--- src/design/rv_defines.svh ---
//####################################################################
// RV32 memory subsystem global macros
// Data width, register index width, SRAM depth and reset PC
//####################################################################

`ifndef RV_DEFINES_SVH
`define RV_DEFINES_SVH

// Data and byte address width
`define XLEN 32

// Register file index width
`define REG_ADDR_W 5

// SRAM depth in 32-bit words
`define MEM_WORDS 256

// First fetch address out of reset
`define RESET_PC 32'h0000_0000

`endif

--- src/design/rv_pkg.sv ---
//####################################################################
// RV32 memory subsystem types
// Data, address, register index, strobe and LSU operation encodings
//####################################################################

`include "rv_defines.svh"

package rv_pkg;

  typedef logic [`XLEN-1:0]       data_t;      // One data word
  typedef logic [`XLEN-1:0]       addr_t;      // Byte address
  typedef logic [`REG_ADDR_W-1:0] reg_addr_t;  // Register index
  typedef logic [3:0]             strb_t;      // Byte write strobes

  // Bit 3 store, bit 2 unsigned, bits 1-0 size (00 byte, 01 half, 10 word)
  typedef enum logic [3:0] {
    LSU_LB   = 4'b0000,  // Load byte, sign extended
    LSU_LH   = 4'b0001,  // Load half, sign extended
    LSU_LW   = 4'b0010,  // Load word
    LSU_LBU  = 4'b0100,  // Load byte, zero extended
    LSU_LHU  = 4'b0101,  // Load half, zero extended
    LSU_SB   = 4'b1000,  // Store byte
    LSU_SH   = 4'b1001,  // Store half
    LSU_SW   = 4'b1010,  // Store word
    LSU_NONE = 4'b1111   // No memory access
  } lsu_op_e;

endpackage : rv_pkg

--- src/design/mem_arbiter.sv ---
//####################################################################
// Two-port round-robin arbiter with APB master
// Serves the MEM stage and fetch ports over one APB bus
//####################################################################

`timescale 1ns/1ns
`include "rv_defines.svh"

module mem_arbiter
  import rv_pkg::*;
(
  input  logic  clk,
  input  logic  rst_n,
  input  logic  lsu_req,
  input  addr_t lsu_addr,
  input  logic  lsu_write,
  input  data_t lsu_wdata,
  input  strb_t lsu_strb,
  input  logic  if_req,
  input  addr_t if_addr,
  input  data_t prdata,
  input  logic  pready,
  output logic  lsu_done,
  output logic  if_done,
  output data_t rdata,      // Shared read data, valid with done
  output logic  psel,
  output logic  penable,
  output logic  pwrite,
  output addr_t paddr,
  output data_t pwdata,
  output strb_t pstrb
);

  typedef enum logic [1:0] {
    ST_IDLE,
    ST_SETUP,
    ST_ACCESS
  } arb_state_e;

  arb_state_e state_q;
  logic       last_if_q;  // Fetch port won the last grant
  logic       gnt_if_q;   // Fetch port owns current transfer
  logic       lsu_elig;   // Request not already being completed
  logic       if_elig;
  logic       pick_if;

  assign lsu_elig = lsu_req && !lsu_done;
  assign if_elig  = if_req && !if_done;
  assign pick_if  = (lsu_elig && if_elig) ? !last_if_q : if_elig;  // Round robin

  assign psel    = (state_q != ST_IDLE);
  assign penable = (state_q == ST_ACCESS);

  always_ff @(posedge clk or negedge rst_n) begin
    if (!rst_n) begin
      state_q   <= ST_IDLE;
      last_if_q <= 1'b0;
      gnt_if_q  <= 1'b0;
      lsu_done  <= 1'b0;
      if_done   <= 1'b0;
      rdata     <= '0;
      pwrite    <= 1'b0;
      paddr     <= '0;
      pwdata    <= '0;
      pstrb     <= '0;
    end else begin
      lsu_done <= 1'b0;  // Done is a pulse
      if_done  <= 1'b0;
      case (state_q)
        ST_IDLE: begin
          if (lsu_elig || if_elig) begin
            state_q   <= ST_SETUP;
            gnt_if_q  <= pick_if;
            last_if_q <= pick_if;
            paddr     <= pick_if ? if_addr : lsu_addr;
            pwrite    <= pick_if ? 1'b0 : lsu_write;   // Fetch only reads
            pwdata    <= pick_if ? '0 : lsu_wdata;
            pstrb     <= pick_if ? '0 : lsu_strb;
          end
        end
        ST_SETUP: state_q <= ST_ACCESS;
        ST_ACCESS: begin
          if (pready) begin
            state_q  <= ST_IDLE;
            rdata    <= prdata;  // Capture read word
            lsu_done <= !gnt_if_q;
            if_done  <= gnt_if_q;
          end
        end
        default: state_q <= ST_IDLE;
      endcase
    end
  end

endmodule : mem_arbiter

--- config.mk ---
export PLATFORM = sky130hd
export DESIGN_NAME = mem_arbiter
export DESIGN_NICKNAME = d
export VERILOG_FILES = /design/src/design/rv_pkg.sv /design/src/design/mem_arbiter.sv
export VERILOG_INCLUDE_DIRS = /design/src /design/src/design
export SDC_FILE = /design/constraint.sdc
export NUM_CORES = 1
export LEC_CHECK = 0
export ABC_AREA = 1
export BUFFER_PORTS_ARGS = -buffer_cell sky130_fd_sc_hd__buf_2
export CAP_MARGIN = 5
export CORE_ASPECT_RATIO = 0.75
export CORE_MARGIN = 3
export CORE_UTILIZATION = 49
export DETAILED_ROUTE_END_ITERATION = 8
export PLACE_DENSITY = 0.91
export SLEW_MARGIN = 20
export SYNTH_ARGS = -nofsm -noshare
export SYNTH_HDL_FRONTEND = slang
export SYNTH_SLANG_ARGS = --single-unit
--- constraint.sdc ---
create_clock -name clk -period 3.23 [get_ports clk]
set_input_delay 0.4845 -clock clk [delete_from_list [all_inputs] [get_ports clk]]
set_output_delay 0.4845 -clock clk [all_outputs]
set_load 0.01 [all_outputs]
== Word-level counts from Yosys, hierarchy flattened ==
Cells that the tools add are included.

* Equal/unequal tests: 4
* Reduce and logical (&&, ||, !) cells: 12
* Muxes and demuxes: 12

{| class="wikitable"
|+ Operators with widths
! operator !! count
|-
| $mux 32 || 2
|-
| $mux 1 || 6
|-
| $pmux 2 s3 || 1
|-
| $reduce_and 2->1 || 3
|-
| $mux 2 || 2
|-
| $mux 4 || 1
|-
| $ne 2x2->1 const B || 2
|-
| $logic_and 1x1->1 || 3
|-
| $logic_not 1->1 || 3
|-
| $eq 2x1->1 const B || 1
|-
| $eq 2x2->1 const B || 1
|-
| $logic_not 2->1 || 1
|-
| $reduce_bool 2->1 || 1
|-
| $logic_or 1x1->1 || 1
|}

* Register bits: 106
* Output and inout bits: 105
* Input port bits: 138
* Logic and storage cells: 37

== Logic depth before layout (Yosys ltp) ==
* Depth after elaboration: 5
* Depth in mapped cells: 7
* Mapped depth without buffers: 6

== Worst setup path after synthesis ==
No wires, ideal clock.

* Path kind: register to output
* From: register state_q[0]
* To: output penable
* Setup slack: 1805 ps
* Required time: 2745 ps
* Data arrival time: 941 ps
* Buffers on the path: 1
* Stages on the path, launching flop included: 3
* Cells stage by stage: dfrtp_1 > nor2_2 > clkbuf_1

* Cells in the longest elaborated chain, start to end: 1

{| class="wikitable"
|+ Ends and longest elaborated chain
! element !! line !! RTL
|-
| from (decl) || mem_arbiter.sv:40 || <nowiki>arb_state_e state_q;</nowiki>
|-
| from (signal assigned) || mem_arbiter.sv:56 || <nowiki>state_q <= ST_IDLE;</nowiki>
|-
| from (signal assigned) || mem_arbiter.sv:72 || <nowiki>state_q <= ST_SETUP;</nowiki>
|-
| from (signal assigned) || mem_arbiter.sv:81 || <nowiki>ST_SETUP: state_q <= ST_ACCESS;</nowiki>
|-
| $eq 2x2->1 || mem_arbiter.sv:52 || <nowiki>assign penable = (state_q == ST_ACCESS);</nowiki>
|-
| to (decl) || mem_arbiter.sv:27 || <nowiki>output logic penable,</nowiki>
|}

No other way between the ends.

== Worst setup path in the final report ==
* From: register state_q[0]
* To: register rdata[21]

* Cells in the longest elaborated chain, start to end: 2

{| class="wikitable"
|+ Ends and longest elaborated chain
! element !! line !! RTL
|-
| $eq 2x2->1 || mem_arbiter.sv:69 || <nowiki>case (state_q)</nowiki>
|-
| $reduce_and 2->1 (no line) || n/a ||
|-
| to (signal assigned) || mem_arbiter.sv:85 || <nowiki>rdata <= prdata;</nowiki>
|-
| to (decl) || mem_arbiter.sv:25 || <nowiki>output data_t rdata,</nowiki>
|}

No other way between the ends.
A chain may end at the register's enable or synchronous reset.

==> run_results.csv <==
group,metric,value,unit
timing,fin_setup_tns,0,ps
setup_path,required,3460,ps
timing,fmax,501,MHz
layout,fin_cells,955,
die,core_area,0.00920,mm2
layout,nets,960,
synth,yosysSeqAreaShare,0.564,
clock_tree,cts_root_buf,"clkbuf_16",
die,fp-row-count,30,
detailed_routing,wl_per_cell,13.4,um
clock_tree,cts_tree,"yes",
placed_design,dp_worst_setup_slack,1050,ps
timing,setup_ws,1230,ps
die,die_y,90.8,um
detailed_routing,wl,12.8,mm
clock_tree,cts.sinks,106,
clock_tree,ctsResizeCount,0,
power,leakagePower,3.92,nW
layout,post-route-util,0.688,
layout,nFillCells,786,
global_route,grt_max_degree,61,
layout,layout_commonest_cell,"nand2_1",
detailed_routing,first_pass_iters,5,
placed_design,io_buffer_count,242,
run,drv_cap,0,
clock_tree,cts_buffers,9,
layout,syn2layout_area_growth,34.5,%
worst_hold_path,hp-class,"in2async",
synth,synth.distinct_cells,14,
synth,synth_seq_cells,106,
layout,n_antenna_cell,0,
timing,tightest_slew,1040,ps
clock_tree,clk_pin_slew_worst_paths,80,ps
detailed_routing,viasPerCell,4.80,
setup_path,cp-end-kind,"flop",
placed_design,place_area,0.00603,mm2
setup_path,critical_path.max_stage_delay,700,ps
setup_path,arrival,2230,ps
setup_path,crit_type,"reg2reg",
synth,netlist_instances,598,
layout,layout_common_cells,"nand2_1 (242), buf_2 (241), nand3_1 (134)",
layout,layout-drive-gt1-share,0.330,
timing,slew_violations,0,
power,irDropWorstVdd,0.000430,V
synth,syn-num-nets,736,
detailed_routing,drt-initial-drc-count,232,
die,fp.dieArea,0.0108,mm2
status,outcome,"finished clean",
timing,skew,11.1,ps
timing,setup_violations,0,
global_route,gr-usage-all-layers,0.233,
setup_path,crit_top_cell,"nand2_1",
detailed_routing,drcViolationCount,0,
synth,syn_area,0.00470,mm2
clock_tree,post-cts-setup-buffer-count,0,
detailed_routing,num_vias,4586,
global_route,grt-ovfl-total,0,
layout,seqCellArea,0.00265,mm2
synth,synth_top_area_frac,0.564,
global_route,first_global_vias,4277,
placed_design,dp_hpwl,9.26,mm
layout,design_area,0.00632,mm2
clock_tree,clk_latency,340,ps
placed_design,place_congestion,0.825,
die,io_pins,243,
setup_path,crit_chain,"nor2_2 > buf_4 > nand2_1 > nand2_1 > nand2_1",
timing,period_needed,2000,ps
layout,multiInputGateArea,0.00164,mm2
timing,holdWs,139,ps
die,die_x,119,um
power,p_per_area,938,mW/mm2
timing,relSlewSlack,0.305,
global_route,grt_first_pass_wirelength,20.6,mm
synth,synthTopCellsByArea,"dfrtp_1 (56%), nand2_1 (19%), nand3_1 (14%), inv_1 (5.4%), buf_2 (1.5%)",
setup_path,start_kind,"flop",
setup_path,crit_fanout,35,
placed_design,dp_cells,939,
detailed_routing,postRouteAntennaNets,0,
clock_tree,cts.path.max_buffers,2,
timing,hold_viol_final,0,
synth,avgSynthCellArea,7.86,um2
global_route,grt_antenna_before_repair,0,
synth,yosysTopAreaCell,"dfrtp_1",
timing,rsz0062_at_grt,"no",
die,start_util,0.511,
synth,yosysWarnings,0,
timing,fin_crit_sh,0.618,
setup_path,critical-path-slowest-cell,"nand2_1",
clock_tree,htreeDepth,3,
power,total_power,5.93,mW
clock_tree,hold_buffers,0,
[final timing paths]
check,start,end,slack [ps],cells after the start
worst max-delay path,state_q[0]$_DFFE_PN0P_,rdata[21]$_DFFE_PN0P_,1230,5
worst min-delay path,rst_n,pwdata[19]$_DFFE_PN0P_,140,1
worst max register to register,state_q[0]$_DFFE_PN0P_,rdata[21]$_DFFE_PN0P_,1230,5
worst min register to register,rdata[4]$_DFFE_PN0P_,rdata[4]$_DFFE_PN0P_,470,2
max in group asynchronous,rst_n,state_q[1]$_DFFE_PN0P_,2380,2
min in group clk,lsu_wdata[8],pwdata[8]$_DFFE_PN0P_,370,3
[registers in the layout (all words and copies together), names as in the netlist]
name,cells
if_done,1
gnt_if_q,1
pwrite,1
rdata,32
state_q,2
lsu_done,1
pwdata,32
pstrb,4
paddr,32
[layout make-up]
class                           count  share of cell area
Inverter                           70              0.0416
Clock inverter                      7              0.0111
Clock buffer                        9              0.0356
Timing Repair Buffer              250               0.207
Tap cell                          128              0.0253
Multi-Input combinational cell    385               0.260
Sequential cell                   106               0.419
[cell usage after synthesis]
| library cell | number |
|---|---|
| nand2_1 | 243 |
| nand3_1 | 134 |
| dfrtp_1 | 106 |
| inv_1 | 68 |
| clkbuf_1 | 18 |
| buf_2 | 14 |
| buf_1 | 5 |
| inv_2 | 2 |
| nor2_1 | 2 |
| nor2_2 | 2 |
| a21oi_2 | 1 |
| nand3_2 | 1 |
| o21ai_0 | 1 |
| o21ai_1 | 1 |
[layer usage]
layer / share of wire / GRT usage / up-vias
li1: - / - / 2295
met1: 0.42 / 0.303 / 2062
met2: 0.48 / 0.385 / 213
met3: 0.089 / 0.0695 / 16
met4: 0.015 / 0.0559 / 0
met5: 0 / 0 / -
[worst max-delay path: cells and delay by family (launching register included)]
| kind | cells | cell delay (ps) |
|---|---|---|
| buffers and inverters | 1 | 320 |
| AND/OR/NAND/NOR | 4 | 1130 |
| flip-flops | 1 | 410 |
[logic make-up after synthesis]
| family | count (synthesis) | synth area share |
|---|---|---|
| buf+inv | 107 | 0.0891 |
| flops | 106 | 0.564 |
| simple gates | 382 | 0.343 |
| compound gates | 3 | 0.00399 |
[power by group]
part           internal (mW)  switching [mW]
Sequential              1.98           0.351
Clock                  0.545           0.513
Combinational          0.957            1.59
Total                   3.48            2.45
Power figures use the tool's default switching activity.
