==> config.mk <==
export PLATFORM = sky130hd
export DESIGN_NAME = fetch_unit
export DESIGN_NICKNAME = d
export VERILOG_FILES = /design/src/design/rv_pkg.sv /design/src/design/fetch_unit.sv
export VERILOG_INCLUDE_DIRS = /design/src /design/src/design
export SDC_FILE = /design/constraint.sdc
export NUM_CORES = 1
export LEC_CHECK = 0
export BUFFER_PORTS_ARGS = -buffer_cell sky130_fd_sc_hd__buf_2
export CAP_MARGIN = 10
export CORE_ASPECT_RATIO = 1.4
export CORE_MARGIN = 2
export CORE_UTILIZATION = 40
export CTS_CLUSTER_SIZE = 20
export DETAILED_ROUTE_END_ITERATION = 16
export PLACE_DENSITY = 0.67
export SYNTH_ARGS = -nofsm -noshare
export SYNTH_HDL_FRONTEND = slang
export SYNTH_SLANG_ARGS = --single-unit
==> constraint.sdc <==
create_clock -name clk -period 2.4 [get_ports clk]
set_input_delay 0.48 -clock clk [delete_from_list [all_inputs] [get_ports clk]]
set_output_delay 0.48 -clock clk [all_outputs]
set_load 0.02 [all_outputs]
==> src/design/rv_defines.svh <==
//####################################################################
// RV32 memory subsystem global macros
// Data width, register index width, SRAM depth and reset PC
//####################################################################

`ifndef RV_DEFINES_SVH
`define RV_DEFINES_SVH

// Data and byte address width
`define XLEN 32

// Register file index width
`define REG_ADDR_W 5

// SRAM depth in 32-bit words
`define MEM_WORDS 256

// First fetch address out of reset
`define RESET_PC 32'h0000_0000

`endif

==> src/design/rv_pkg.sv <==
//####################################################################
// RV32 memory subsystem types
// Data, address, register index, strobe and LSU operation encodings
//####################################################################

`include "rv_defines.svh"

package rv_pkg;

  typedef logic [`XLEN-1:0]       data_t;      // One data word
  typedef logic [`XLEN-1:0]       addr_t;      // Byte address
  typedef logic [`REG_ADDR_W-1:0] reg_addr_t;  // Register index
  typedef logic [3:0]             strb_t;      // Byte write strobes

  // Bit 3 store, bit 2 unsigned, bits 1-0 size (00 byte, 01 half, 10 word)
  typedef enum logic [3:0] {
    LSU_LB   = 4'b0000,  // Load byte, sign extended
    LSU_LH   = 4'b0001,  // Load half, sign extended
    LSU_LW   = 4'b0010,  // Load word
    LSU_LBU  = 4'b0100,  // Load byte, zero extended
    LSU_LHU  = 4'b0101,  // Load half, zero extended
    LSU_SB   = 4'b1000,  // Store byte
    LSU_SH   = 4'b1001,  // Store half
    LSU_SW   = 4'b1010,  // Store word
    LSU_NONE = 4'b1111   // No memory access
  } lsu_op_e;

endpackage : rv_pkg

==> src/design/fetch_unit.sv <==
//####################################################################
// Instruction fetch unit
// PC register, one-entry output buffer, redirect and back-pressure
//####################################################################

`timescale 1ns/1ns
`include "rv_defines.svh"

module fetch_unit
  import rv_pkg::*;
(
  input  logic  clk,
  input  logic  rst_n,
  input  logic  fetch_en,     // Allow new fetches
  input  logic  redirect,     // Flush and restart at redirect_pc
  input  addr_t redirect_pc,
  input  logic  done,         // Fetch transfer finished
  input  data_t rdata,        // Fetched word
  input  logic  instr_ready,  // Consumer takes instr this cycle
  output logic  req,
  output addr_t addr,
  output logic  instr_valid,
  output data_t instr,
  output addr_t instr_pc
);

  addr_t pc_q;    // Next fetch address
  logic  drop_q;  // In-flight fetch is stale

  always_ff @(posedge clk or negedge rst_n) begin
    if (!rst_n) begin
      pc_q        <= `RESET_PC;
      req         <= 1'b0;
      addr        <= '0;
      drop_q      <= 1'b0;
      instr_valid <= 1'b0;
      instr       <= '0;
      instr_pc    <= '0;
    end else if (redirect) begin
      pc_q        <= redirect_pc;
      instr_valid <= 1'b0;                 // Discard untaken output
      if (req && done) begin
        req    <= 1'b0;                    // Returning word thrown away
        drop_q <= 1'b0;
      end else if (req) begin
        drop_q <= 1'b1;                    // Let it finish, then drop
      end
    end else begin
      if (instr_valid && instr_ready) begin
        instr_valid <= 1'b0;               // Buffer taken
      end
      if (req && done) begin
        req    <= 1'b0;
        drop_q <= 1'b0;
        if (!drop_q) begin
          instr_valid <= 1'b1;
          instr       <= rdata;
          instr_pc    <= addr;
          pc_q        <= addr + addr_t'(4);  // Sequential PC
        end
      end else if (!req && fetch_en && !instr_valid) begin
        req  <= 1'b1;                      // Launch with buffer free
        addr <= pc_q;
      end
    end
  end

endmodule : fetch_unit

### Word-level counts from Yosys, hierarchy flattened

Cells that the tools add are included.

| cells by class | value |
|---|---|
| add/subtract/negate cells | 1 |
| $mul | 0 |
| divide/modulo/power cells | 0 |
| order comparisons | 0 |
| equality and inequality tests | 2 |
| shift operators | 0 |
| multiplexer cells | 14 |
| bitwise logic cells | 3 |
| reduce and logical (&&, ||, !) cells | 14 |

Operator list:

| cell | count |
|---|---|
| $mux W32 | 3 |
| $add A32 B3 Y32 const B | 1 |
| $mux W1 | 11 |
| $reduce_and A2 Y1 | 3 |
| $reduce_and A3 Y1 | 2 |
| $reduce_bool A2 Y1 | 3 |
| $logic_and A1 B1 Y1 | 4 |
| $not A1 Y1 | 3 |
| $logic_not A1 Y1 | 2 |
| $ne A2 B1 Y1 const B | 1 |
| $ne A2 B2 Y1 const B | 1 |

| word-level totals | value |
|---|---|
| flip-flop bits (word level) | 131 |
| latch bits | 0 |
| RAM bits | 0 |
| memory bits (read-only) | 0 |
| bits of input ports | 70 |
| memories | 0 |

### Logic depth before layout (Yosys ltp)

| logic depth | value |
|---|---|
| depth after elaboration | 6 |
| depth in mapped cells | 7 |

### Worst setup path before layout

No wires, ideal clock.

| timing | value |
|---|---|
| path kind | reg2reg |
| start | register addr[2] |
| end | register pc_q[18] |
| setup time | 0.069 ns |
| arrival | 1.791 ns |
| data required time | 2.331 ns |
| path slack | 0.540 ns |
| stages on the path, launching flop included | 7 |
| buffers on the path | 0 |
| period minus slack after synthesis | 1.860 ns |
| cells stage by stage | dfrtp_1 -> ha_1 -> nand4_2 -> nor3_4 -> nand2_1 -> or4_1 -> nand3_1 |

| between the ends | value |
|---|---|
| word-level cells in the longest chain between the ends | 4 |

Ends and longest elaborated chain:

| what | line | RTL |
|---|---|---|
| start, declared | fetch_unit.sv:21 | `output addr_t addr,` |
| start signal, assigned | fetch_unit.sv:63 | `addr <= pc_q;` |
| $add A32 B3 Y32 | fetch_unit.sv:59 | `pc_q <= addr + addr_t'(4);` |
| $mux W32 | fetch_unit.sv:55 | `if (!drop_q) begin` |
| $mux W32 | fetch_unit.sv:52 | `if (req && done) begin` |
| $mux W32 | fetch_unit.sv:39 | `end else if (redirect) begin` |
| end signal, assigned | fetch_unit.sv:32 | `` pc_q <= `RESET_PC; `` |
| end signal, assigned | fetch_unit.sv:40 | `pc_q <= redirect_pc;` |
| end signal, assigned | fetch_unit.sv:59 |  |
| end, declared | fetch_unit.sv:27 | `addr_t pc_q;` |

No other way between the ends. The select of a mux whose other input is x is not followed.
A chain may end at the register's enable or synchronous reset.

### Worst setup path in the final report

Ends and elaborated chain as after synthesis.

==> metrics.md <==
| Metric | Value |
|---|---|
| Root Driver | `clkbuf_16` |
| CTS buffer count | `17` |
| Post-route clock skew | `0.00731 ns` |
| Post-placement cell area | `6800 um2` |
| H-Tree Level Count | `4` |
| P_int | `5.61 mW` |
| Net switching power | `3.27 mW` |
| Vias in the first global route | `4811` |
| Die width | `~110 um` |
| R2R setup slack | `0.40 ns` |
| Met2 Use GR | `34.9%` |
| GRT met1 Usage | `24.0%` |
| Mean Syn Cell Area | `around 9.7 um2` |
| Drt wl/cell | `15.4 um` |
| Relative slew slack | `36.7%` |
| Number of distinct library cells after synthesis | `39` |
| Sequential area share after synthesis | `57.1%` |
| Final hold vios | `0` |
| Max cap viols | `0` |
| Setup Buffers After CTS | `0` |
| Maximum VDD drop | `0.595 mV` |
| DRC | `0` |
| CTS tree | `done` |
| Critical Path Stages | `6` |
| Final GP Congestion | `0.806` |
| Worst path top cell family by delay | `simple AND/OR/NAND/NOR gates` |
| Clock transition at path regs | `0.06 ns` |
| Buf+Inv Stages, Crit Path | `0` |
| Fin nets | `827` |
| Yosys reg bits | `131` |
| Die Footprint | `15300 um2` |
| Power density cells | `roughly 1200 nW/um2` |
| Crit path capture | `pc_q[18]` |
| GRT Max-Usage Layer | `met2` |
| Fraction of registers with async set/reset | `100%` |
| Reg2reg end | `pc_q[18]` |
| Worst Setup SP | `addr[2]` |
| Post-route minimum period | `2.00 ns` |
| Max Slew Vio Count | `0` |
| Critical path, cell by cell | `ha_1 -> nand4_2 -> nor3_4 -> nand2_1 -> or4_1 -> nand3_1` |
| Crit-path max FO | `10` |
| Synth Flop Type | `dfrtp_1` |
| Critical Path RT | `2.74 ns` |
| Cell Area, Synth | `5740 um2` |
| Total iterations of the first detailed-routing run | `4` |
| Via density | `4.93` |
| RSZ-0062 raised after global routing | `no` |
| Final worst slack | `0.399 ns` |
| Synth Instances | `590` |
| Latest clock arrival within the worst-skew pair | `0.41 ns` |
| I/O pin total | `168` |
| Static leakage | `between 3 and 4 nW` |
| Port bufs | `167` |
| Worst hold path type | `primary input to async pin` |
| Clock share of power | `roughly 29%` |
| Sequential share of power | `between 40% and 50%` |
| GRT Total Usage | `19.9%` |
| Largest net degree at the start of global routing | `just over 80` |
| Status | `finished clean` |
| Global-route wire length before repair | `around 24 mm` |
| Crit path DAT | `around 2.3 ns` |
| R2R depth | `6` |
| Fillcell total | `1259` |
| Site Rows | `51` |
| GR Util met3 | `4.34%` |
| Detailed Route WL | `14.7 mm` |
| Hpwl dp | `10.2 mm` |
| Synth Warn # | `0` |
| Slowest cell on the critical path | `dfrtp_1` |
| Finish-stage setup viols | `0` |
| Final ANT Viol Nets | `0` |
| Die span in y | `146 um` |
| Delay of the slowest critical-path stage | `0.42 ns` |
| Post-CTS resize count | `0` |
| Clk sinks | `between 100 and 150` |
| Switch share | `~37%` |
| Max Clk Rate | `0.500 GHz` |
| Syn nets | `around 660` |
| Worst r2r src | `addr[2]` |
| Number of synthesized flops with an enable pin | `0` |
| Final setup TNS | `0 ns` |
| Kind of critical path | `register to register` |
| Worst slew pin tran | `between 0.9 and 1 ns` |
| Clock tree buffer depth | `2` |
| Initial antenna violation count | `2` |
| Post-route clock period utilization | `83.4%` |
| Combinational Power Share | `30.7%` |
| Initial core utilization | `41.1%` |
| Design area | `7400 um2` |
| Hold bufs inserted after CTS | `0` |
| Remaining Overflow, GRT | `0` |
| Startpoint Class | `register` |
| Crit end category | `register` |
| DRT iter0 DRCs | `228` |
| Vias | `4702` |
| Worst slack at placement | `~0.4 ns` |
| Share of cells above drive strength 1 | `between 30% and 40%` |
| Layout area overhead | `28.8%` |
| Core footprint | `14000 um2` |
-- state kept, by name, summed over array words and instances (netlist names) --
register     flops
addr            32
instr           32
instr_pc        32
pc_q            32
drop_q           1
instr_valid      1
req              1
-- cells by family after synthesis --
logic type	synth area share, %
buffers and inverters	2.83
multiplexers	6.95
flip-flops	57.1
XOR/XNOR	3.66
adder cells (fa/ha/maj)	0.218
AO/OA/AOI/OAI	6.16
AND/OR/NAND/NOR	23.1
-- cells in the mapped netlist, drive strengths merged, types with 2 or more instances --
| cell type | instances | area share [%] |
|---|---|---|
| nor2 | 25 | 1.6 |
| a21o | 4 | 0.54 |
| o221ai | 9 | 1.7 |
| a21oi | 18 | 1.6 |
| buf | 16 | 1.5 |
| mux2 | 31 | 6.1 |
| nand4 | 9 | 1.1 |
| xor2 | 20 | 3.0 |
| and3 | 4 | 0.44 |
| xnor2 | 4 | 0.61 |
| nor3b | 3 | 0.39 |
| o31ai | 6 | 0.78 |
| nor4 | 4 | 0.96 |
| mux2i | 5 | 0.87 |
| o21ai | 18 | 1.6 |
| inv | 3 | 0.20 |
| clkbuf | 17 | 1.1 |
| nor3 | 2 | 0.37 |
| dfrtp | 131 | 57 |
| nand3 | 17 | 1.7 |
| nand2 | 237 | 15 |
-- layer usage --
metal	wire (um)	part of all wire, %
met1	6170	42
met2	7580	52
met3	637	4.3
met4	306	2.1
met5	10	0.068
-- final cells by class --
type | count | area, um2 | area share [%]
Clock buffer | 22 | 464 | 6.28
Timing Repair Buffer | 180 | 965 | 13.0
Sequential cell | 131 | 3280 | 44.3
Antenna cell | 1 | 2.50 | 0.0338
Clock inverter | 9 | 130 | 1.76
Multi-Input combinational cell | 423 | 2310 | 31.3
Tap cell | 185 | 231 | 3.13
Inverter | 3 | 11.3 | 0.152
-- layout by cell type (no fill, tap or decap), types with 3 or more instances in the layout --
master     netlist  layout
a21oi_1         18      18
clkinv_2         0       3
o221ai_1         6       6
clkbuf_1        16       3
buf_4            1      11
inv_1            3       3
o21ai_0         16      16
nor3b_1          3       3
a21o_1           3       3
mux2i_1          5       5
nand2_1        237     237
o221ai_2         3       3
nor2_1          25      24
bufinv_16        0       3
o31ai_1          6       6
buf_2           12     166
dfrtp_1        131     131
mux2_2          31      31
xnor2_1          4       4
nand3_1         16      16
xor2_1          20      20
nand4_1          8       8
clkbuf_16        0      17
and3_1           4       4
-- power by group through the flow --
| stage | logic (mW) | registers [mW] | clock network (mW) |
|---|---|---|---|
| final | 2.73 | 3.55 | 2.60 |
| after global placement | 2.71 | 3.55 | 0 |
| after global routing | 2.97 | 3.67 | 2.74 |
| after detailed placement | 2.76 | 3.59 | 0 |
| after CTS | 2.77 | 3.55 | 2.65 |
| after floorplan | 0.898 | 4.31 | 0 |
-- how the worst min path moves through the flow --
stage	from	to	slack, ns
finish	rst_n	instr[6]	0.04
global route	rst_n	instr[6]	0.08
CTS	rst_n	instr[6]	0.06
detailed placement	instr_pc[23]	instr_pc[23]	0.46
global placement	instr[13]	instr[13]	0.45
floorplan	rst_n	addr[0]	0.18
-- per-stage QoR --
stage	utilization [%]	power [mW]	hold slack [ns]	instances
floorplan	-	5.21	0.184	590
global placement	48.7	6.26	0.454	922
detailed placement	48.7	6.34	0.457	922
CTS	52.9	8.97	0.0576	953
global route	52.9	9.38	0.0799	954
finish	52.9	8.88	0.0354	954
Note: power is estimated with default switching activity, not from simulation.
