**config.mk**
```make
export PLATFORM = sky130hd
export DESIGN_NAME = mem_stage
export DESIGN_NICKNAME = d
export VERILOG_FILES = /design/src/design/rv_pkg.sv /design/src/design/mem_stage.sv
export VERILOG_INCLUDE_DIRS = /design/src /design/src/design
export SDC_FILE = /design/constraint.sdc
export NUM_CORES = 1
export LEC_CHECK = 0
export CAP_MARGIN = 20
export CELL_PAD_IN_SITES_DETAIL_PLACEMENT = 1
export CELL_PAD_IN_SITES_GLOBAL_PLACEMENT = 2
export CORE_UTILIZATION = 38
export DETAILED_ROUTE_END_ITERATION = 8
export DONT_BUFFER_PORTS = 1
export PLACE_DENSITY = 0.86
export SLEW_MARGIN = 20
export SYNTH_ARGS = -nofsm -noshare
export SYNTH_HDL_FRONTEND = slang
export SYNTH_SLANG_ARGS = --single-unit
export TNS_END_PERCENT = 100
```
**constraint.sdc**
```tcl
create_clock -name clk -period 2.19 [get_ports clk]
set_clock_uncertainty 0.05 [all_clocks]
set_input_delay 0.1095 -clock clk [delete_from_list [all_inputs] [get_ports clk]]
set_output_delay 0.1095 -clock clk [all_outputs]
set_load 0.05 [all_outputs]
```
**src/design/rv_defines.svh**
```systemverilog
//####################################################################
// RV32 memory subsystem global macros
// Data width, register index width, SRAM depth and reset PC
//####################################################################

`ifndef RV_DEFINES_SVH
`define RV_DEFINES_SVH

// Data and byte address width
`define XLEN 32

// Register file index width
`define REG_ADDR_W 5

// SRAM depth in 32-bit words
`define MEM_WORDS 256

// First fetch address out of reset
`define RESET_PC 32'h0000_0000

`endif

```
**src/design/rv_pkg.sv**
```systemverilog
//####################################################################
// RV32 memory subsystem types
// Data, address, register index, strobe and LSU operation encodings
//####################################################################

`include "rv_defines.svh"

package rv_pkg;

  typedef logic [`XLEN-1:0]       data_t;      // One data word
  typedef logic [`XLEN-1:0]       addr_t;      // Byte address
  typedef logic [`REG_ADDR_W-1:0] reg_addr_t;  // Register index
  typedef logic [3:0]             strb_t;      // Byte write strobes

  // Bit 3 store, bit 2 unsigned, bits 1-0 size (00 byte, 01 half, 10 word)
  typedef enum logic [3:0] {
    LSU_LB   = 4'b0000,  // Load byte, sign extended
    LSU_LH   = 4'b0001,  // Load half, sign extended
    LSU_LW   = 4'b0010,  // Load word
    LSU_LBU  = 4'b0100,  // Load byte, zero extended
    LSU_LHU  = 4'b0101,  // Load half, zero extended
    LSU_SB   = 4'b1000,  // Store byte
    LSU_SH   = 4'b1001,  // Store half
    LSU_SW   = 4'b1010,  // Store word
    LSU_NONE = 4'b1111   // No memory access
  } lsu_op_e;

endpackage : rv_pkg

```
**src/design/mem_stage.sv**
```systemverilog
//####################################################################
// MEM pipeline stage
// Issues load/store requests, handles lanes and extension, registers WB
//####################################################################

`timescale 1ns/1ns
`include "rv_defines.svh"

module mem_stage
  import rv_pkg::*;
(
  input  logic      clk,
  input  logic      rst_n,
  input  logic      ex_valid,           // EX holds a valid operation
  input  addr_t     ex_mem_alu_res,     // ALU result, address for memory ops
  input  data_t     ex_mem_store_data,  // Store data from EX
  input  reg_addr_t ex_mem_rd,          // Destination register
  input  lsu_op_e   lsu_op,             // Memory access operation
  input  logic      done,               // Transfer finished
  input  data_t     rdata,              // Read word from memory
  output logic      stall,              // Hold EX while access is pending
  output logic      req,
  output addr_t     addr,
  output logic      write,
  output data_t     wdata,
  output strb_t     strb,
  output logic      mem_wb_valid,
  output data_t     mem_wb_data,        // Load result, zero otherwise
  output data_t     mem_wb_alu_res,     // Carried from EX
  output reg_addr_t mem_wb_rd           // Carried from EX
);

  logic  is_mem;    // Operation touches memory
  logic  is_store;  // Operation writes memory
  strb_t st_strb;   // Lanes written by a store
  data_t st_data;   // Store data replicated across lanes
  data_t ld_shift;  // Read word with addressed lane moved to bit 0
  data_t ld_data;   // Aligned and extended load result
  logic  mem_fire;  // Memory op completes this cycle
  logic  alu_fire;  // Non-memory op passes this cycle

  // Operation decode
  always_comb begin
    is_mem   = 1'b1;
    is_store = 1'b0;
    st_strb  = '0;
    st_data  = '0;
    case (lsu_op)
      LSU_LB, LSU_LH, LSU_LW, LSU_LBU, LSU_LHU: begin
        is_store = 1'b0;  // Reads need no strobes
      end
      LSU_SB: begin
        is_store = 1'b1;
        st_strb  = 4'b0001 << ex_mem_alu_res[1:0];  // One byte lane
        st_data  = {4{ex_mem_store_data[7:0]}};
      end
      LSU_SH: begin
        is_store = 1'b1;
        st_strb  = ex_mem_alu_res[1] ? 4'b1100 : 4'b0011;  // Upper or lower half
        st_data  = {2{ex_mem_store_data[15:0]}};
      end
      LSU_SW: begin
        is_store = 1'b1;
        st_strb  = 4'b1111;
        st_data  = ex_mem_store_data;
      end
      default: begin
        is_mem = 1'b0;  // LSU_NONE and unused codes
      end
    endcase
  end

  assign req      = ex_valid && is_mem;  // Held by EX through the stall
  assign addr     = {ex_mem_alu_res[`XLEN-1:2], 2'b00};  // Word aligned
  assign write    = is_store;
  assign wdata    = st_data;
  assign strb     = st_strb;
  assign stall    = req && !done;  // Released in the done cycle
  assign mem_fire = req && done;
  assign alu_fire = ex_valid && !is_mem;

  // Lane select and extension of the read word
  always_comb begin
    ld_shift = rdata >> {ex_mem_alu_res[1:0], 3'b000};
    case (lsu_op[1:0])
      2'b00: ld_data = lsu_op[2] ? {{(`XLEN-8){1'b0}}, ld_shift[7:0]}
                                 : {{(`XLEN-8){ld_shift[7]}}, ld_shift[7:0]};
      2'b01: ld_data = lsu_op[2] ? {{(`XLEN-16){1'b0}}, ld_shift[15:0]}
                                 : {{(`XLEN-16){ld_shift[15]}}, ld_shift[15:0]};
      default: ld_data = rdata;  // Full word
    endcase
  end

  // Write-back register
  always_ff @(posedge clk or negedge rst_n) begin
    if (!rst_n) begin
      mem_wb_valid   <= 1'b0;
      mem_wb_data    <= '0;
      mem_wb_alu_res <= '0;
      mem_wb_rd      <= '0;
    end else begin
      mem_wb_valid <= mem_fire || alu_fire;  // One-cycle pulse
      if (mem_fire || alu_fire) begin
        mem_wb_data    <= (mem_fire && !is_store) ? ld_data : '0;
        mem_wb_alu_res <= ex_mem_alu_res;
        mem_wb_rd      <= ex_mem_rd;
      end
    end
  end

endmodule : mem_stage

```
; ---- Word-level counts from Yosys, hierarchy flattened
; Cells that the tools add are included.
; Widths: inputs -> output; s select.
[word_totals]
memories = 0
elab_cells = 36
latchBits = 0
romBits = 0
register_bits = 70
ram_bits = 0
out_inout_bits = 141
[classes]
bitwise_logic = 0
shift = 2
muxes = 9
eq_ne = 8
n_lt_le_gt_ge = 0
div_mod_pow = 0
reduce_logical = 13
n_mul = 0
add_sub_neg = 0
[ops]
columns = op, n
row1 = $mux 32, 3
row2 = $pmux 32 s3, 1
row3 = $pmux 32 s2, 1
row4 = $shr 32x5->16, 1
row5 = $eq 4x4->1 const B, 3
row6 = $pmux 4 s3, 1
row7 = $eq 4x3->1 const B, 2
row8 = $reduce_or 8->1, 1
row9 = $logic_and 1x1->1, 5
row10 = $eq 4x1->1 const B, 1
row11 = $eq 4x2->1 const B, 1
row12 = $logic_not 4->1, 1
row13 = $mux 4, 1
row14 = $shl 1x2->4 const A, 1
row15 = $logic_not 1->1, 3
row16 = $reduce_or 3->1, 1
row17 = $eq 2x1->1 const B, 1
row18 = $logic_not 2->1, 1
row19 = $mux 1, 2
row20 = $logic_or 1x1->1, 1

; ---- Depth between registers and ports, before layout
[depth]
ltp_word = 7
mapped_depth = 6
mapped_depth_nobuf = 4

; ---- Least setup slack after synthesis
; OpenSTA, ideal clock, no wires.
[synth_timing]
path_type = input -> output
from = input port lsu_op[1]
to = output port wdata[0]
cell_stages = 4
arrival_time_ns = 1.973
path_buffers = 2
path_slack_ns = 0.057
required_time_ns = 2.030
cell_sequence = clkbuf_2 buf_1 a21oi_1 and2_1
[synth_between]
elab_chain_len = 2
elab_cells_between_ends = 4
cone_classes = eq/ne: 3 / mux: 1
[synth_lines]
columns = item, line
row1 = start: declaration, mem_stage.sv:18  ; input lsu_op_e lsu_op,
row2 = $eq 4x4->1, mem_stage.sv:48  ; case (lsu_op)
row3 = $pmux 32 s3 *, mem_stage.sv:48
row4 = end: declaration, mem_stage.sv:25  ; output data_t wdata,
; Mark *: on every way between the ends. The rest lies on a longest branch, timed or not.

; ---- Final worst setup path
[layout_timing]
from = input port lsu_op[1]
to = register mem_wb_data[4]
[layout_between]
elab_chain_len = 7
elab_cells_between_ends = 23
cone_classes = eq/ne: 8 / mux: 4 / reduce/logical: 11
[layout_lines]
columns = item, line
row1 = $eq 4x4->1 (tied with other cells), mem_stage.sv:48
row2 = $reduce_or 8->1 (no line), --
row3 = $mux 1, mem_stage.sv:48
row4 = $logic_and 1x1->1, mem_stage.sv:73  ; assign req = ex_valid && is_mem;
row5 = $logic_and 1x1->1, mem_stage.sv:79  ; assign mem_fire = req && done;
row6 = $logic_and 1x1->1, mem_stage.sv:104  ; mem_wb_data <= (mem_fire && !is_store) ? ld_data : '0;
row7 = $mux 32, mem_stage.sv:104
row8 = end signal: assignment, mem_stage.sv:104
row9 = end: declaration, mem_stage.sv:28  ; output data_t mem_wb_data,
; Parallel ways exist; a longest one is shown, timed or not.
; A chain may end at the register's enable or synchronous reset.

==> run summary <==
Outcome: complete, no violations
Max-Cap Viols: 0
Flip-flop and latch count after synthesis: 70
Unrepaired setup endpoints after global routing: false
Die width: 104 um
Main area contributors after synthesis: dfrtp_1 45%, mux2_2 10%, buf_4 6.5%
Metal-1 WL: 4820 um
DR pass1 iterations: 4
Gate power share: 0.176
Slew Viols, Final: 0
DP Worst Slack: 0.436 ns
Final Net Count: 535
Post-synth top cells: 70 x dfrtp_1, 35 x mux2_2, 34 x buf_4
HP Class: in -> reg
Overflow after GRT: 0
Final hold violations: 0
Leading area contributor after synthesis: dfrtp_1
Crit path DAT: 2.13 ns
Post-CTS Hold Buffers: 75
Drt drc: 0
Top cell type's share of synthesized area: 0.447
Chip height: 104 um
Area delta synth->final: 30.7%
Initial DRC count: 125
Clk pwr share: 0.312
WHS: 0.0271 ns
Clock transition at the registers of the reported paths: 0.08 ns
Ratio of cells with drive above 1 in the final layout: 0.241
CP Capture Type: register
Critical Path RT: 2.43 ns
Switching pwr: 1.51 mW
CTS Sinks: 70
Cts repair resizes: 0
Setup ws final: 0.302 ns
Routability congestion estimate: 0.772
Routed WL: 13600 um
Uppermost layer routed: met4
Setup violators final: 0
Routed WL per cell: 24.1 um
Via count: 3267
Crit Path Category: in -> reg
Worst slew pin tran: 0.958 ns
Final ANT Viol Nets: 0
Setup tns final: 0 ns
Core area: 0.00991 sq mm
Syn Area/Cell: 11.0 sq um
TritonCTS Buffers: 9
Sequential fraction of the synthesis area: 0.447
Synthesized area: 0.00392 sq mm
Fin crit period: 1.89 ns
Slew HR: 0.361
Warnings from Yosys: 0
Peak supply drop: 0.361 mV
Synth Flop Type: dfrtp_1
Rows: 36
Worst skew pair latency: 0.35 ns
Detail Route met2 WL: 7320 um
Reg power frac: 0.512
IO buf count: 0
Dpl hpwl: 8520 um
First-pass GRT wire length: 20900 um
Sw Ratio: 0.385
Post-synthesis cell count: 358
GRT Resource Usage Total: 0.257
Fmax: 530 MHz
Critical path launch point type: primary input
Clock Path Buffers: 2
Count leader, synth: dfrtp_1
IO Count: 250
Clock root cell: clkbuf_8
Largest net degree at the start of global routing: 72
P_int: 2.41 mW
Met3 WL: 1040 um
Post-synth EDFFs: 0
Vias in the first global route: 3525
Via/cell ratio: 5.78
Post-CTS Setup Bufs: 0
Distinct cells, synth: 43
Pwr dens: 766 mW/mm^2
Initial Utilization: 0.396
LEAKAGE: 2.26 nW
H-Tree Level Count: 3
CTS tree: done
Initial antenna violation count: 1
Crit-path max FO: 17
Full die area: 0.0107 sq mm
Ys async rst share: 1.00
Tcrit/Tclk final: 0.862
-- stage by stage --
step / instance area [sq um] / power (mW) / std cells / util
floorplan: 3930 / 2.59 / 359 / -
global placement: 4120 / 2.54 / 472 / 0.415
detailed placement: 4120 / 2.57 / 472 / 0.415
CTS: 5110 / 3.93 / 563 / 0.516
global route: 5120 / 4.07 / 565 / 0.517
finish: 5120 / 3.93 / 565 / 0.517
-- path summary, 6_finish.rpt --
kind | startpoint | end | slack, ns | depth (start not counted)
max | lsu_op[1] | mem_wb_data[4] | 0.30 | 5
min | rdata[15] | mem_wb_data[15] | 0.03 | 3
max reg2reg | mem_wb_data[13] | mem_wb_data[13] | 0.58 | 3
min reg2reg | mem_wb_data[0] | mem_wb_data[0] | 0.73 | 2
max in group asynchronous | rst_n | mem_wb_alu_res[15] | 1.55 | 2
min in group asynchronous | rst_n | mem_wb_rd[3] | 0.22 | 2
-- flip-flops by register name, indices dropped and copies added (netlist names) --
name,count
mem_wb_alu_res,32
mem_wb_valid,1
mem_wb_rd,5
mem_wb_data,32
-- worst max-delay path, stage by stage --
cell	delay, ns
dlygate4sd3_1	0.69
a21oi_2	0.45
o221ai_1	0.21
dlygate4sd3_1	0.61
nand2_1	0.06
-- placed cells by master (no fill, tap or decap), types with 2 or more instances in the layout --
| cell | n |
|---|---|
| a2bb2oi_1 | 7 |
| nor2b_1 | 2 |
| o211ai_1 | 7 |
| a22o_1 | 24 |
| mux2i_1 | 22 |
| mux2_1 | 2 |
| and2_1 | 9 |
| bufinv_16 | 2 |
| inv_6 | 2 |
| dfrtp_1 | 70 |
| mux2_2 | 35 |
| nand2_1 | 31 |
| clkbuf_8 | 9 |
| dlygate4sd3_1 | 74 |
| conb_1 | 2 |
| o22ai_1 | 2 |
| o21ai_1 | 8 |
| buf_4 | 27 |
| a221o_1 | 12 |
| o221ai_1 | 7 |
| nor2_1 | 22 |
| a21oi_2 | 2 |
| buf_12 | 9 |
| inv_1 | 3 |
| nand2b_1 | 5 |
| o21ai_0 | 11 |
| a31o_2 | 2 |
| a221o_2 | 5 |
-- layout make-up --
type                    instances  area (sq um)
diodes                          1          2.50
clock buffers                   9           124
clock inverters                 7           105
fillers                      1072          4790
inverters                       3          11.3
multi-input cells             231          1810
flip-flops and latches         70          1750
well taps                     133           166
repair buffers                111          1150
-- power by group through the flow --
stage	combinational [mW]	clock (mW)	sequential, mW
after global placement	0.521	0	2.02
after global routing	0.735	1.31	2.03
after detailed placement	0.537	0	2.03
after CTS	0.684	1.24	2.00
final	0.690	1.23	2.01
after floorplan	0.591	0	2.00
-- logic make-up after synthesis --
kind of cell / Yosys count / synth area share
AOI/OAI and AO/OA: 94 / 0.198
buffers and inverters: 58 / 0.0960
DFF: 70 / 0.447
muxes: 60 / 0.168
other: 1 / 0.000956
and+or+nand+nor: 75 / 0.0897
-- per-layer routing --
| metal | track usage | vias up |
|---|---|---|
| li1 | - | 1424 |
| met1 | 0.276 | 1619 |
| met2 | 0.466 | 194 |
| met3 | 0.0554 | 30 |
| met4 | 0.141 | 0 |
| met5 | 0 | - |
(Power assumes the default switching activity.)
